## config.mk

```make
export PLATFORM = sky130hd
export DESIGN_NAME = dcasic
export DESIGN_NICKNAME = d
export VERILOG_FILES = /design/src/conf_bus_pkg.sv /design/src/video_pkg.sv /design/src/conf_decoder.sv /design/src/dvp_rx_capture.sv /design/src/dbi_tx_engine.sv /design/src/dcasic.sv
export SDC_FILE = /design/constraint.sdc
export NUM_CORES = 1
export LEC_CHECK = 0
export ABC_CLOCK_PERIOD_IN_PS = 3600
export BUFFER_PORTS_ARGS = -buffer_cell sky130_fd_sc_hd__buf_4
export CORE_ASPECT_RATIO = 1.1
export CORE_UTILIZATION = 34
export CTS_CLUSTER_DIAMETER = 150
export DETAILED_ROUTE_END_ITERATION = 7
export PLACE_DENSITY_LB_ADDON = 0.25
export SYNTH_ARGS = -nofsm -noshare
export SYNTH_HDL_FRONTEND = slang
export SYNTH_SLANG_ARGS = --single-unit
```

## constraint.sdc

```tcl
create_clock -name sys_clk -period 3.6 [get_ports sys_clk]
set_clock_uncertainty 0.15 [all_clocks]
set_input_delay 0.36 -clock sys_clk [delete_from_list [all_inputs] [get_ports sys_clk]]
set_output_delay 0.36 -clock sys_clk [all_outputs]
set_load 0.01 [all_outputs]
```

## src/conf_bus_pkg.sv

```systemverilog
package conf_bus_pkg;

    // Bus widths
    localparam int CONF_ADDR_W = 32;
    localparam int CONF_DATA_W = 32;

    typedef logic [CONF_ADDR_W-1:0] conf_addr_t;
    typedef logic [CONF_DATA_W-1:0] conf_data_t;

    // Target picked by the top three address bits
    typedef enum logic [2:0] {
        REG_IMEM = 3'd0,    // 0x0000_0000, no target here
        REG_DSP  = 3'd1,    // 0x2000_0000
        REG_CAM  = 3'd2,    // 0x4000_0000
        REG_SCCB = 3'd3     // 0x6000_0000, no target here
    } region_e;

    typedef enum logic [1:0] {
        RESP_OKAY   = 2'd0,
        RESP_DECERR = 2'd3
    } resp_e;

    // Low address bits seen by a target
    localparam int REG_OFS_W = 8;

    // Display TX registers, byte spaced
    localparam logic [REG_OFS_W-1:0] DSP_CMD_OFS  = 8'h00;
    localparam logic [REG_OFS_W-1:0] DSP_CTRL_OFS = 8'h01;

    // Camera RX registers, word spaced
    localparam logic [REG_OFS_W-1:0] CAM_CTRL_OFS     = 8'h00;
    localparam logic [REG_OFS_W-1:0] CAM_PIX_CNT_OFS  = 8'h04;
    localparam logic [REG_OFS_W-1:0] CAM_DROP_CNT_OFS = 8'h08;

endpackage

```

## src/video_pkg.sv

```systemverilog
package video_pkg;

    // Pin widths
    localparam int DVP_DATA_W = 8;
    localparam int DBI_DATA_W = 8;

    // RGB565, high byte arrives and leaves first
    typedef logic [15:0] pixel_t;

    typedef logic [15:0] count_t;

    // WRX phase lengths in system clock cycles
    localparam int WR_LOW_CYCLES  = 2;
    localparam int WR_HIGH_CYCLES = 2;

    // Wide enough for either phase count
    localparam int PHASE_W = $clog2(WR_LOW_CYCLES + WR_HIGH_CYCLES);

    typedef enum logic [1:0] {
        DBI_IDLE,   // csx high, bus released
        DBI_LOW,    // wrx low phase
        DBI_HIGH    // wrx high phase, display latches on the rising edge
    } dbi_state_e;

endpackage

```

## src/conf_decoder.sv

```systemverilog
`timescale 1ns/1ns

module conf_decoder (
    input  logic                                sys_clk,
    input  logic                                rst_n_i,
    // Bus side
    input  logic                                conf_req_valid_i,
    output logic                                conf_req_ready_o,
    input  logic                                conf_write_i,
    input  conf_bus_pkg::conf_addr_t            conf_addr_i,
    input  conf_bus_pkg::conf_data_t            conf_wdata_i,
    output logic                                conf_rsp_valid_o,
    input  logic                                conf_rsp_ready_i,
    output conf_bus_pkg::conf_data_t            conf_rdata_o,
    output conf_bus_pkg::resp_e                 conf_resp_o,
    // Target side
    output logic                                dsp_sel_o,
    output logic                                cam_sel_o,
    output logic                                wr_o,
    output logic [conf_bus_pkg::REG_OFS_W-1:0]  reg_ofs_o,
    output conf_bus_pkg::conf_data_t            wdata_o,
    input  conf_bus_pkg::conf_data_t            dsp_rdata_i,
    input  logic                                dsp_ready_i,
    input  conf_bus_pkg::conf_data_t            cam_rdata_i
);
    import conf_bus_pkg::*;

    region_e    region;
    logic       tgt_ready;
    conf_data_t tgt_rdata;
    resp_e      tgt_resp;
    logic       accept;
    logic       rsp_valid_q;
    conf_data_t rdata_q;
    resp_e      resp_q;

    assign region = region_e'(conf_addr_i[CONF_ADDR_W-1 -: $bits(region_e)]);

    always_comb begin
        tgt_ready = 1'b1;
        tgt_rdata = '0;
        tgt_resp  = RESP_DECERR;
        case (region)
            REG_DSP: begin
                tgt_ready = dsp_ready_i;
                tgt_rdata = dsp_rdata_i;
                tgt_resp  = RESP_OKAY;
            end
            REG_CAM: begin
                tgt_rdata = cam_rdata_i;    // Camera never stalls
                tgt_resp  = RESP_OKAY;
            end
            REG_IMEM, REG_SCCB: ;
            default: ;
        endcase
    end

    // One request in flight at a time
    assign conf_req_ready_o = ~rsp_valid_q & tgt_ready;
    assign accept           = conf_req_valid_i & conf_req_ready_o;

    assign dsp_sel_o = accept & (region == REG_DSP);
    assign cam_sel_o = accept & (region == REG_CAM);
    assign wr_o      = conf_write_i;
    assign reg_ofs_o = conf_addr_i[REG_OFS_W-1:0];
    assign wdata_o   = conf_wdata_i;

    always_ff @(posedge sys_clk or negedge rst_n_i) begin
        if (!rst_n_i) begin
            rsp_valid_q <= 1'b0;
        end else if (accept) begin
            rsp_valid_q <= 1'b1;
        end else if (conf_rsp_ready_i) begin
            rsp_valid_q <= 1'b0;
        end
    end

    always_ff @(posedge sys_clk) begin
        if (accept) begin
            rdata_q <= conf_write_i ? '0 : tgt_rdata;
            resp_q  <= tgt_resp;
        end
    end

    assign conf_rsp_valid_o = rsp_valid_q;
    assign conf_rdata_o     = rdata_q;
    assign conf_resp_o      = resp_q;

    // Master keeps a stalled request unchanged
    a_req_stable: assert property (@(posedge sys_clk) disable iff (!rst_n_i)
        conf_req_valid_i && !conf_req_ready_o |=>
            conf_req_valid_i && $stable(conf_write_i) && $stable(conf_addr_i)
            && $stable(conf_wdata_i));

    a_rsp_hold: assert property (@(posedge sys_clk) disable iff (!rst_n_i)
        conf_rsp_valid_o && !conf_rsp_ready_i |=>
            conf_rsp_valid_o && $stable(conf_rdata_o) && $stable(conf_resp_o));

endmodule

```

## src/dvp_rx_capture.sv

```systemverilog
`timescale 1ns/1ns

module dvp_rx_capture (
    input  logic                                sys_clk,
    input  logic                                rst_n_i,
    // DVP pins
    input  logic [video_pkg::DVP_DATA_W-1:0]    dvp_d_i,
    input  logic                                dvp_href_i,
    input  logic                                dvp_vsync_i,
    input  logic                                dvp_pclk_i,
    // Register access
    input  logic                                sel_i,
    input  logic                                wr_i,
    input  logic [conf_bus_pkg::REG_OFS_W-1:0]  reg_ofs_i,
    input  conf_bus_pkg::conf_data_t            wdata_i,
    output conf_bus_pkg::conf_data_t            rdata_o,
    // Pixel stream
    output logic                                pix_valid_o,
    input  logic                                pix_ready_i,
    output video_pkg::pixel_t                   pix_data_o
);
    import conf_bus_pkg::*;
    import video_pkg::*;

    logic [2:0]             pclk_sync;  // Two sync stages plus one for edge detect
    logic [1:0]             href_sync;
    logic [1:0]             vsync_sync;
    logic [DVP_DATA_W-1:0]  d_s1;
    logic [DVP_DATA_W-1:0]  d_s2;
    logic                   pclk_rise;
    logic                   byte_take;
    logic                   pix_done;
    logic                   pix_load;
    logic                   pix_drop;
    logic                   ctrl_wr;
    logic                   cap_en_q;
    logic                   byte_phase_q;
    logic [DVP_DATA_W-1:0]  hi_byte_q;
    pixel_t                 pix_q;
    logic                   pix_valid_q;
    count_t                 pix_cnt_q;
    count_t                 drop_cnt_q;

    always_ff @(posedge sys_clk or negedge rst_n_i) begin
        if (!rst_n_i) begin
            pclk_sync  <= '0;
            href_sync  <= '0;
            vsync_sync <= '0;
        end else begin
            pclk_sync  <= {pclk_sync[1:0], dvp_pclk_i};
            href_sync  <= {href_sync[0], dvp_href_i};
            vsync_sync <= {vsync_sync[0], dvp_vsync_i};
        end
    end

    always_ff @(posedge sys_clk) begin
        d_s1 <= dvp_d_i;
        d_s2 <= d_s1;
    end

    assign pclk_rise = pclk_sync[1] & ~pclk_sync[2];
    assign byte_take = pclk_rise & href_sync[1] & ~vsync_sync[1] & cap_en_q;
    assign pix_done  = byte_take & byte_phase_q;
    // A held pixel leaving this cycle frees the slot
    assign pix_load  = pix_done & (~pix_valid_q | pix_ready_i);
    assign pix_drop  = pix_done & pix_valid_q & ~pix_ready_i;
    assign ctrl_wr   = sel_i & wr_i & (reg_ofs_i == CAM_CTRL_OFS);

    // CTRL bit 0 enables capture, writing bit 1 clears both counters
    always_ff @(posedge sys_clk or negedge rst_n_i) begin
        if (!rst_n_i) begin
            cap_en_q     <= 1'b0;
            byte_phase_q <= 1'b0;
            pix_valid_q  <= 1'b0;
            pix_cnt_q    <= '0;
            drop_cnt_q   <= '0;
        end else begin
            if (ctrl_wr) cap_en_q <= wdata_i[0];

            if (vsync_sync[1] || !cap_en_q) begin
                byte_phase_q <= 1'b0;   // Realign at frame start
            end else if (byte_take) begin
                byte_phase_q <= ~byte_phase_q;
            end

            if (pix_load) begin
                pix_valid_q <= 1'b1;
            end else if (pix_ready_i) begin
                pix_valid_q <= 1'b0;
            end

            if (ctrl_wr && wdata_i[1]) begin
                pix_cnt_q  <= '0;
                drop_cnt_q <= '0;
            end else begin
                if (pix_load) pix_cnt_q <= pix_cnt_q + 1'b1;
                if (pix_drop) drop_cnt_q <= drop_cnt_q + 1'b1;
            end
        end
    end

    always_ff @(posedge sys_clk) begin
        if (byte_take && !byte_phase_q) hi_byte_q <= d_s2;
        if (pix_load) pix_q <= {hi_byte_q, d_s2};
    end

    always_comb begin
        case (reg_ofs_i)
            CAM_CTRL_OFS:     rdata_o = conf_data_t'(cap_en_q);
            CAM_PIX_CNT_OFS:  rdata_o = conf_data_t'(pix_cnt_q);
            CAM_DROP_CNT_OFS: rdata_o = conf_data_t'(drop_cnt_q);
            default:          rdata_o = '0;
        endcase
    end

    assign pix_valid_o = pix_valid_q;
    assign pix_data_o  = pix_q;

    a_pix_hold: assert property (@(posedge sys_clk) disable iff (!rst_n_i)
        pix_valid_o && !pix_ready_i |=> pix_valid_o && $stable(pix_data_o));

endmodule

```

## src/dbi_tx_engine.sv

```systemverilog
`timescale 1ns/1ns

module dbi_tx_engine (
    input  logic                                sys_clk,
    input  logic                                rst_n_i,
    // Register access
    input  logic                                sel_i,
    input  logic                                wr_i,
    input  logic [conf_bus_pkg::REG_OFS_W-1:0]  reg_ofs_i,
    input  conf_bus_pkg::conf_data_t            wdata_i,
    output conf_bus_pkg::conf_data_t            rdata_o,
    output logic                                ready_o,
    // Pixel stream
    input  logic                                pix_valid_i,
    output logic                                pix_ready_o,
    input  video_pkg::pixel_t                   pix_data_i,
    // DBI pins
    output logic                                dbi_dcx_o,
    output logic                                dbi_csx_o,
    output logic                                dbi_resx_o,
    output logic                                dbi_rdx_o,
    output logic                                dbi_wrx_o,
    output logic [video_pkg::DBI_DATA_W-1:0]    dbi_d_o
);
    import conf_bus_pkg::*;
    import video_pkg::*;

    dbi_state_e             state_q;
    logic [PHASE_W-1:0]     phase_q;
    logic                   more_q;     // Low byte of a pixel still to go
    logic                   dcx_q;
    logic [1:0]             ctrl_q;     // [0] resx, [1] stream enable
    logic [DBI_DATA_W-1:0]  byte_q;
    logic [DBI_DATA_W-1:0]  lo_byte_q;
    logic                   idle;
    logic                   cmd_wr;
    logic                   ctrl_wr;
    logic                   pix_take;
    logic                   phase_end;

    assign idle      = (state_q == DBI_IDLE);
    assign cmd_wr    = sel_i & wr_i & (reg_ofs_i == DSP_CMD_OFS);
    assign ctrl_wr   = sel_i & wr_i & (reg_ofs_i == DSP_CTRL_OFS);
    assign phase_end = (phase_q == '0);

    // Command writes stall the bus until the current byte train ends
    assign ready_o     = idle | ~(wr_i & (reg_ofs_i == DSP_CMD_OFS));
    assign pix_ready_o = idle & ctrl_q[1] & ~cmd_wr;   // Commands first
    assign pix_take    = pix_valid_i & pix_ready_o;

    always_ff @(posedge sys_clk or negedge rst_n_i) begin
        if (!rst_n_i) begin
            state_q <= DBI_IDLE;
            phase_q <= '0;
            more_q  <= 1'b0;
            dcx_q   <= 1'b1;
            ctrl_q  <= '0;
        end else begin
            if (ctrl_wr) ctrl_q <= wdata_i[1:0];
            case (state_q)
                DBI_IDLE: begin
                    if (cmd_wr || pix_take) begin
                        state_q <= DBI_LOW;
                        phase_q <= PHASE_W'(WR_LOW_CYCLES - 1);
                        dcx_q   <= ~cmd_wr;
                        more_q  <= ~cmd_wr;
                    end
                end
                DBI_LOW: begin
                    if (phase_end) begin
                        state_q <= DBI_HIGH;
                        phase_q <= PHASE_W'(WR_HIGH_CYCLES - 1);
                    end else begin
                        phase_q <= phase_q - 1'b1;
                    end
                end
                DBI_HIGH: begin
                    if (!phase_end) begin
                        phase_q <= phase_q - 1'b1;
                    end else if (more_q) begin
                        state_q <= DBI_LOW;
                        phase_q <= PHASE_W'(WR_LOW_CYCLES - 1);
                        more_q  <= 1'b0;
                    end else begin
                        state_q <= DBI_IDLE;
                    end
                end
                default: state_q <= DBI_IDLE;
            endcase
        end
    end

    // Byte on the pins changes only as wrx falls
    always_ff @(posedge sys_clk) begin
        if (cmd_wr && idle) begin
            byte_q <= wdata_i[DBI_DATA_W-1:0];
        end else if (pix_take) begin
            byte_q    <= pix_data_i[$bits(pixel_t)-1 -: DBI_DATA_W];
            lo_byte_q <= pix_data_i[DBI_DATA_W-1:0];
        end else if (state_q == DBI_HIGH && phase_end && more_q) begin
            byte_q <= lo_byte_q;
        end
    end

    assign rdata_o = (reg_ofs_i == DSP_CTRL_OFS) ? conf_data_t'(ctrl_q) : '0;

    assign dbi_csx_o  = idle;
    assign dbi_wrx_o  = (state_q != DBI_LOW);
    assign dbi_dcx_o  = dcx_q;
    assign dbi_d_o    = byte_q;
    assign dbi_resx_o = ctrl_q[0];
    assign dbi_rdx_o  = 1'b1;   // Write only

    // Display samples d and dcx as wrx rises
    a_byte_hold: assert property (@(posedge sys_clk) disable iff (!rst_n_i)
        !dbi_wrx_o |=> $stable(dbi_d_o) && $stable(dbi_dcx_o));

endmodule

```

## src/dcasic.sv

```systemverilog
`timescale 1ns/1ns

module dcasic (
    input  logic                                sys_clk,
    input  logic                                rst_n_i,
    // Configuration bus
    input  logic                                conf_req_valid_i,
    output logic                                conf_req_ready_o,
    input  logic                                conf_write_i,
    input  conf_bus_pkg::conf_addr_t            conf_addr_i,
    input  conf_bus_pkg::conf_data_t            conf_wdata_i,
    output logic                                conf_rsp_valid_o,
    input  logic                                conf_rsp_ready_i,
    output conf_bus_pkg::conf_data_t            conf_rdata_o,
    output conf_bus_pkg::resp_e                 conf_resp_o,
    // Camera RX
    input  logic [video_pkg::DVP_DATA_W-1:0]    dvp_d_i,
    input  logic                                dvp_href_i,
    input  logic                                dvp_vsync_i,
    input  logic                                dvp_pclk_i,
    // Display TX
    output logic                                dbi_dcx_o,
    output logic                                dbi_csx_o,
    output logic                                dbi_resx_o,
    output logic                                dbi_rdx_o,
    output logic                                dbi_wrx_o,
    output logic [video_pkg::DBI_DATA_W-1:0]    dbi_d_o
);
    import conf_bus_pkg::*;
    import video_pkg::*;

    logic                   dsp_sel;
    logic                   cam_sel;
    logic                   reg_wr;
    logic [REG_OFS_W-1:0]   reg_ofs;
    conf_data_t             reg_wdata;
    conf_data_t             dsp_rdata;
    logic                   dsp_ready;
    conf_data_t             cam_rdata;
    logic                   pix_valid;
    logic                   pix_ready;
    pixel_t                 pix_data;

    conf_decoder dec (
        .sys_clk            (sys_clk),
        .rst_n_i            (rst_n_i),
        .conf_req_valid_i   (conf_req_valid_i),
        .conf_req_ready_o   (conf_req_ready_o),
        .conf_write_i       (conf_write_i),
        .conf_addr_i        (conf_addr_i),
        .conf_wdata_i       (conf_wdata_i),
        .conf_rsp_valid_o   (conf_rsp_valid_o),
        .conf_rsp_ready_i   (conf_rsp_ready_i),
        .conf_rdata_o       (conf_rdata_o),
        .conf_resp_o        (conf_resp_o),
        .dsp_sel_o          (dsp_sel),
        .cam_sel_o          (cam_sel),
        .wr_o               (reg_wr),
        .reg_ofs_o          (reg_ofs),
        .wdata_o            (reg_wdata),
        .dsp_rdata_i        (dsp_rdata),
        .dsp_ready_i        (dsp_ready),
        .cam_rdata_i        (cam_rdata)
    );

    // Camera RX controller
    dvp_rx_capture crc (
        .sys_clk            (sys_clk),
        .rst_n_i            (rst_n_i),
        .dvp_d_i            (dvp_d_i),
        .dvp_href_i         (dvp_href_i),
        .dvp_vsync_i        (dvp_vsync_i),
        .dvp_pclk_i         (dvp_pclk_i),
        .sel_i              (cam_sel),
        .wr_i               (reg_wr),
        .reg_ofs_i          (reg_ofs),
        .wdata_i            (reg_wdata),
        .rdata_o            (cam_rdata),
        .pix_valid_o        (pix_valid),
        .pix_ready_i        (pix_ready),
        .pix_data_o         (pix_data)
    );

    // Display TX controller
    dbi_tx_engine dtc (
        .sys_clk            (sys_clk),
        .rst_n_i            (rst_n_i),
        .sel_i              (dsp_sel),
        .wr_i               (reg_wr),
        .reg_ofs_i          (reg_ofs),
        .wdata_i            (reg_wdata),
        .rdata_o            (dsp_rdata),
        .ready_o            (dsp_ready),
        .pix_valid_i        (pix_valid),
        .pix_ready_o        (pix_ready),
        .pix_data_i         (pix_data),
        .dbi_dcx_o          (dbi_dcx_o),
        .dbi_csx_o          (dbi_csx_o),
        .dbi_resx_o         (dbi_resx_o),
        .dbi_rdx_o          (dbi_rdx_o),
        .dbi_wrx_o          (dbi_wrx_o),
        .dbi_d_o            (dbi_d_o)
    );

endmodule

```

==> results.py <==
metrics = {
    "yosys": {
        "synth.distinct_cells": 58,
        "synth.most_common_cell": "edfxtp_1",
        "synth_area_leaders": "edfxtp_1 32%, dfrtp_1 24%, dfxtp_1 6.0%, nor2_1 3.8%, xnor2_1 3.1%",
        "netlist_top_cells_count": "57 x edfxtp_1, 54 x nor2_1, 50 x dfrtp_1, 31 x nand2_1, 19 x xnor2_1",
        "synth_seq_area_share_pct": 62.29,
        "async_reset_ff_share_pct": 41.13,
        "syn-instance-count": 437,
        "yosysTopAreaCellShare_pct": 32.22,
        "syn_area_sq_um": 5313,
        "synth_area_leader_cell": "edfxtp_1",
        "synth_seq_cells": 124,
        "synth_edf_count": 57,
        "synth_ff_type": "edfxtp_1",
        "synth.avg_cell_area_sq_um": 12.16,
        "yosysWarnings": 0,
    },
    "global_routing": {
        "grt_max_degree": 52,
        "grt_first_pass_wirelength_um": 17300,
        "antenna_found_initial": 0,
        "grt.total_usage_pct": 13.96,
        "grt_pass1_vias": 3500,
        "overflow": 0,
    },
    "sta": {
        "max_freq_mhz": 399.3,
        "drv_slew": 0,
        "grt_setup_unrepaired": "false",
        "final.min_clock_period_ps": 2505,
        "setup_ws_ps": 1095,
        "tightestPinTransition_ps": 989.0,
        "timing.slew.headroom_pct": 33.56,
        "final-hold-violation-count": 0,
        "fin_crit_sh_pct": 69.57,
        "setup-violations-final": 0,
        "tns_ps": 0,
        "worst_hold_slack_ps": 62.08,
    },
    "cts": {
        "insertion_delay_ps": 410,
        "numCtsBuffers": 17,
        "cts_tree": "yes",
        "h-tree-depth": 4,
        "post_cts_buffers": 0,
        "clkSinkCount": 124,
        "cts_max_path_buffers": 2,
        "root_buffer": "clkbuf_16",
        "path_clk_slew_ps": 50,
    },
    "floorplan": {
        "io_pins": 129,
        "die_area_sq_um": 16130,
        "core-area_sq_um": 15170,
        "dieWidth_um": 121.2,
        "start_util_pct": 35.02,
        "die_h_um": 133.1,
        "row_count": 47,
    },
    "power": {
        "ir_drop_mv": 0.3013,
        "pwr_density_cell_nw_per_um2": 531.9,
        "power.leakage_nw": 2.686,
    },
    "worst_setup_path": {
        "setup.worst_path.end_class": "register",
        "r2r-start": "dec.conf_rsp_valid_o$_DFFE_PN0P_",
        "start_kind": "input pin",
        "timing.critical_path.required_ps": 3740,
        "crit_path_start": "conf_addr_i[5]",
        "critPathKind": "in -> reg",
        "cp.arrival_ps": 2640,
        "crit_fanout": 15,
    },
    "drt": {
        "first_pass_iters": 4,
        "viasPerCell": 4.692,
        "initialDrtViolationCount": 251,
        "wl_per_cell_um": 13.91,
        "vias": 3458,
        "drc_errors": 0,
        "drtAntennaViolNets": 0,
        "drt-total-wl_um": 10250,
    },
    "layout": {
        "n_antenna_cell": 0,
        "fin_nets": 614,
        "drive_gt1_share_pct": 24.21,
        "area_delta_synth_final_pct": 26.42,
        "fin_area_sq_um": 6716,
        "final_util_pct": 44.27,
    },
    "placed_design": {
        "dpl_worst_slack_ps": 703.8,
        "placement.cell_area_sq_um": 5989,
        "portBuffers": 66,
        "dpl.hpwl_um": 7157,
        "gp_congestion": 0.7659,
    },
    "hold_path": {
        "worstHoldStart": "conf_wdata_i[1]",
        "min_path_type": "in -> reg",
    },
    "outcome": {
        "status": "finished clean",
    },
    "run": {
        "maxCapViolCount": 0,
    },
}
-- flip-flops by register name, indices dropped and copies added, names as in the netlist, 3 cells and up --
signal,cells
dtc.dbi_d_o,8
crc.d_s2,8
crc.pix_cnt_q,16
crc.pix_data_o,16
crc.d_s1,8
dtc.lo_byte_q,8
crc.pclk_sync,3
dec.conf_rdata_o,16
crc.drop_cnt_q,16
crc.hi_byte_q,8
-- cell families (layout without fill, tap and decap cells) --
family                     count (synthesis)  count (layout)  share of synthesized area, %
and+or+nand+nor                          160             160                         15.80
buffers and inverters                     44             133                         4.734
AOI/OAI and AO/OA                         57              57                         7.913
xor gates and xnor gates                  29              29                         4.781
other                                      2              17                        0.1414
DFF                                      124             124                         62.29
muxes                                     15              15                         2.920
adders and majority gates                  6               6                         1.413
-- critical path, stage by stage --
cell	delay [ps]
buf_4	110
or4_4	550
or4b_4	600
o211ai_4	340
buf_4	270
and4bb_2	250
xnor2_1	110
nor2_1	50
-- stage by stage --
step           std cells  total power, W
6_report             737        0.003573
4_1_cts              737        0.003623
5_1_grt              737        0.003738
3_3_place_gp         692        0.001877
3_5_place_dp         692        0.001888
2_1_floorplan        452        0.001772
-- power breakdown --
group	total [W]	switching (W)	internal, W
Combinational	0.000307	0.000170	0.000138
Clock	0.00170	0.000612	0.00109
Sequential	0.00156	0.0000345	0.00153
-- routing by layer --
layer	wire length, um	track usage, %	up-vias
met3	533	3.639	9
met4	151	6.927	0
met5	0	0	-
li1	-	-	1708
met1	4675	17.86	1644
met2	4887	21.84	97
-- final timing paths --
path	end	slack, ps	cells past startpoint
min in group asynchronous	crc.drop_cnt_q[3]$_DFFE_PN0P_	380	2
setup reg to reg	crc.drop_cnt_q[13]$_DFFE_PN0P_	1110	7
hold / removal	dtc.ctrl_q[1]$_DFFE_PN0P_	60	2
max in group asynchronous	crc.drop_cnt_q[13]$_DFFE_PN0P_	2450	2
setup / recovery	crc.drop_cnt_q[13]$_DFFE_PN0P_	1100	8
hold reg to reg	crc.d_s2[5]$_DFF_P_	170	0
-- what timing repair did --
action | in CTS | in global routing
setup endpoints to repair | 0 | 0
hold buffers | 13 | 0
endpoints found under the hold margin | 62 | 0
resized for setup | 0 | 0
-- cells in the final DEF, fill, tap and decap left out, types with 11 or more instances in the layout --
cell type | Yosys | final
edfxtp_1 | 57 | 57
dfxtp_1 | 16 | 16
clkbuf_16 | 0 | 17
conb_1 | 2 | 17
o21ai_0 | 11 | 11
xnor2_1 | 19 | 19
a22oi_1 | 14 | 14
nor2_1 | 54 | 54
dlygate4sd3_1 | 0 | 13
nand2_1 | 31 | 31
nand4_1 | 11 | 11
dfrtp_1 | 50 | 50
buf_4 | 18 | 79
mux2i_1 | 11 | 11
-- layout make-up --
class	count	area, sq um
well taps	196	245.2
flip-flops and latches	124	3309
clock buffers	19	432.9
multi-input cells	284	1808
clock inverters	13	163.9
repair buffers	92	723.2
inverters	9	33.78
fillers	1426	8456
Power figures use the tool's default switching activity.
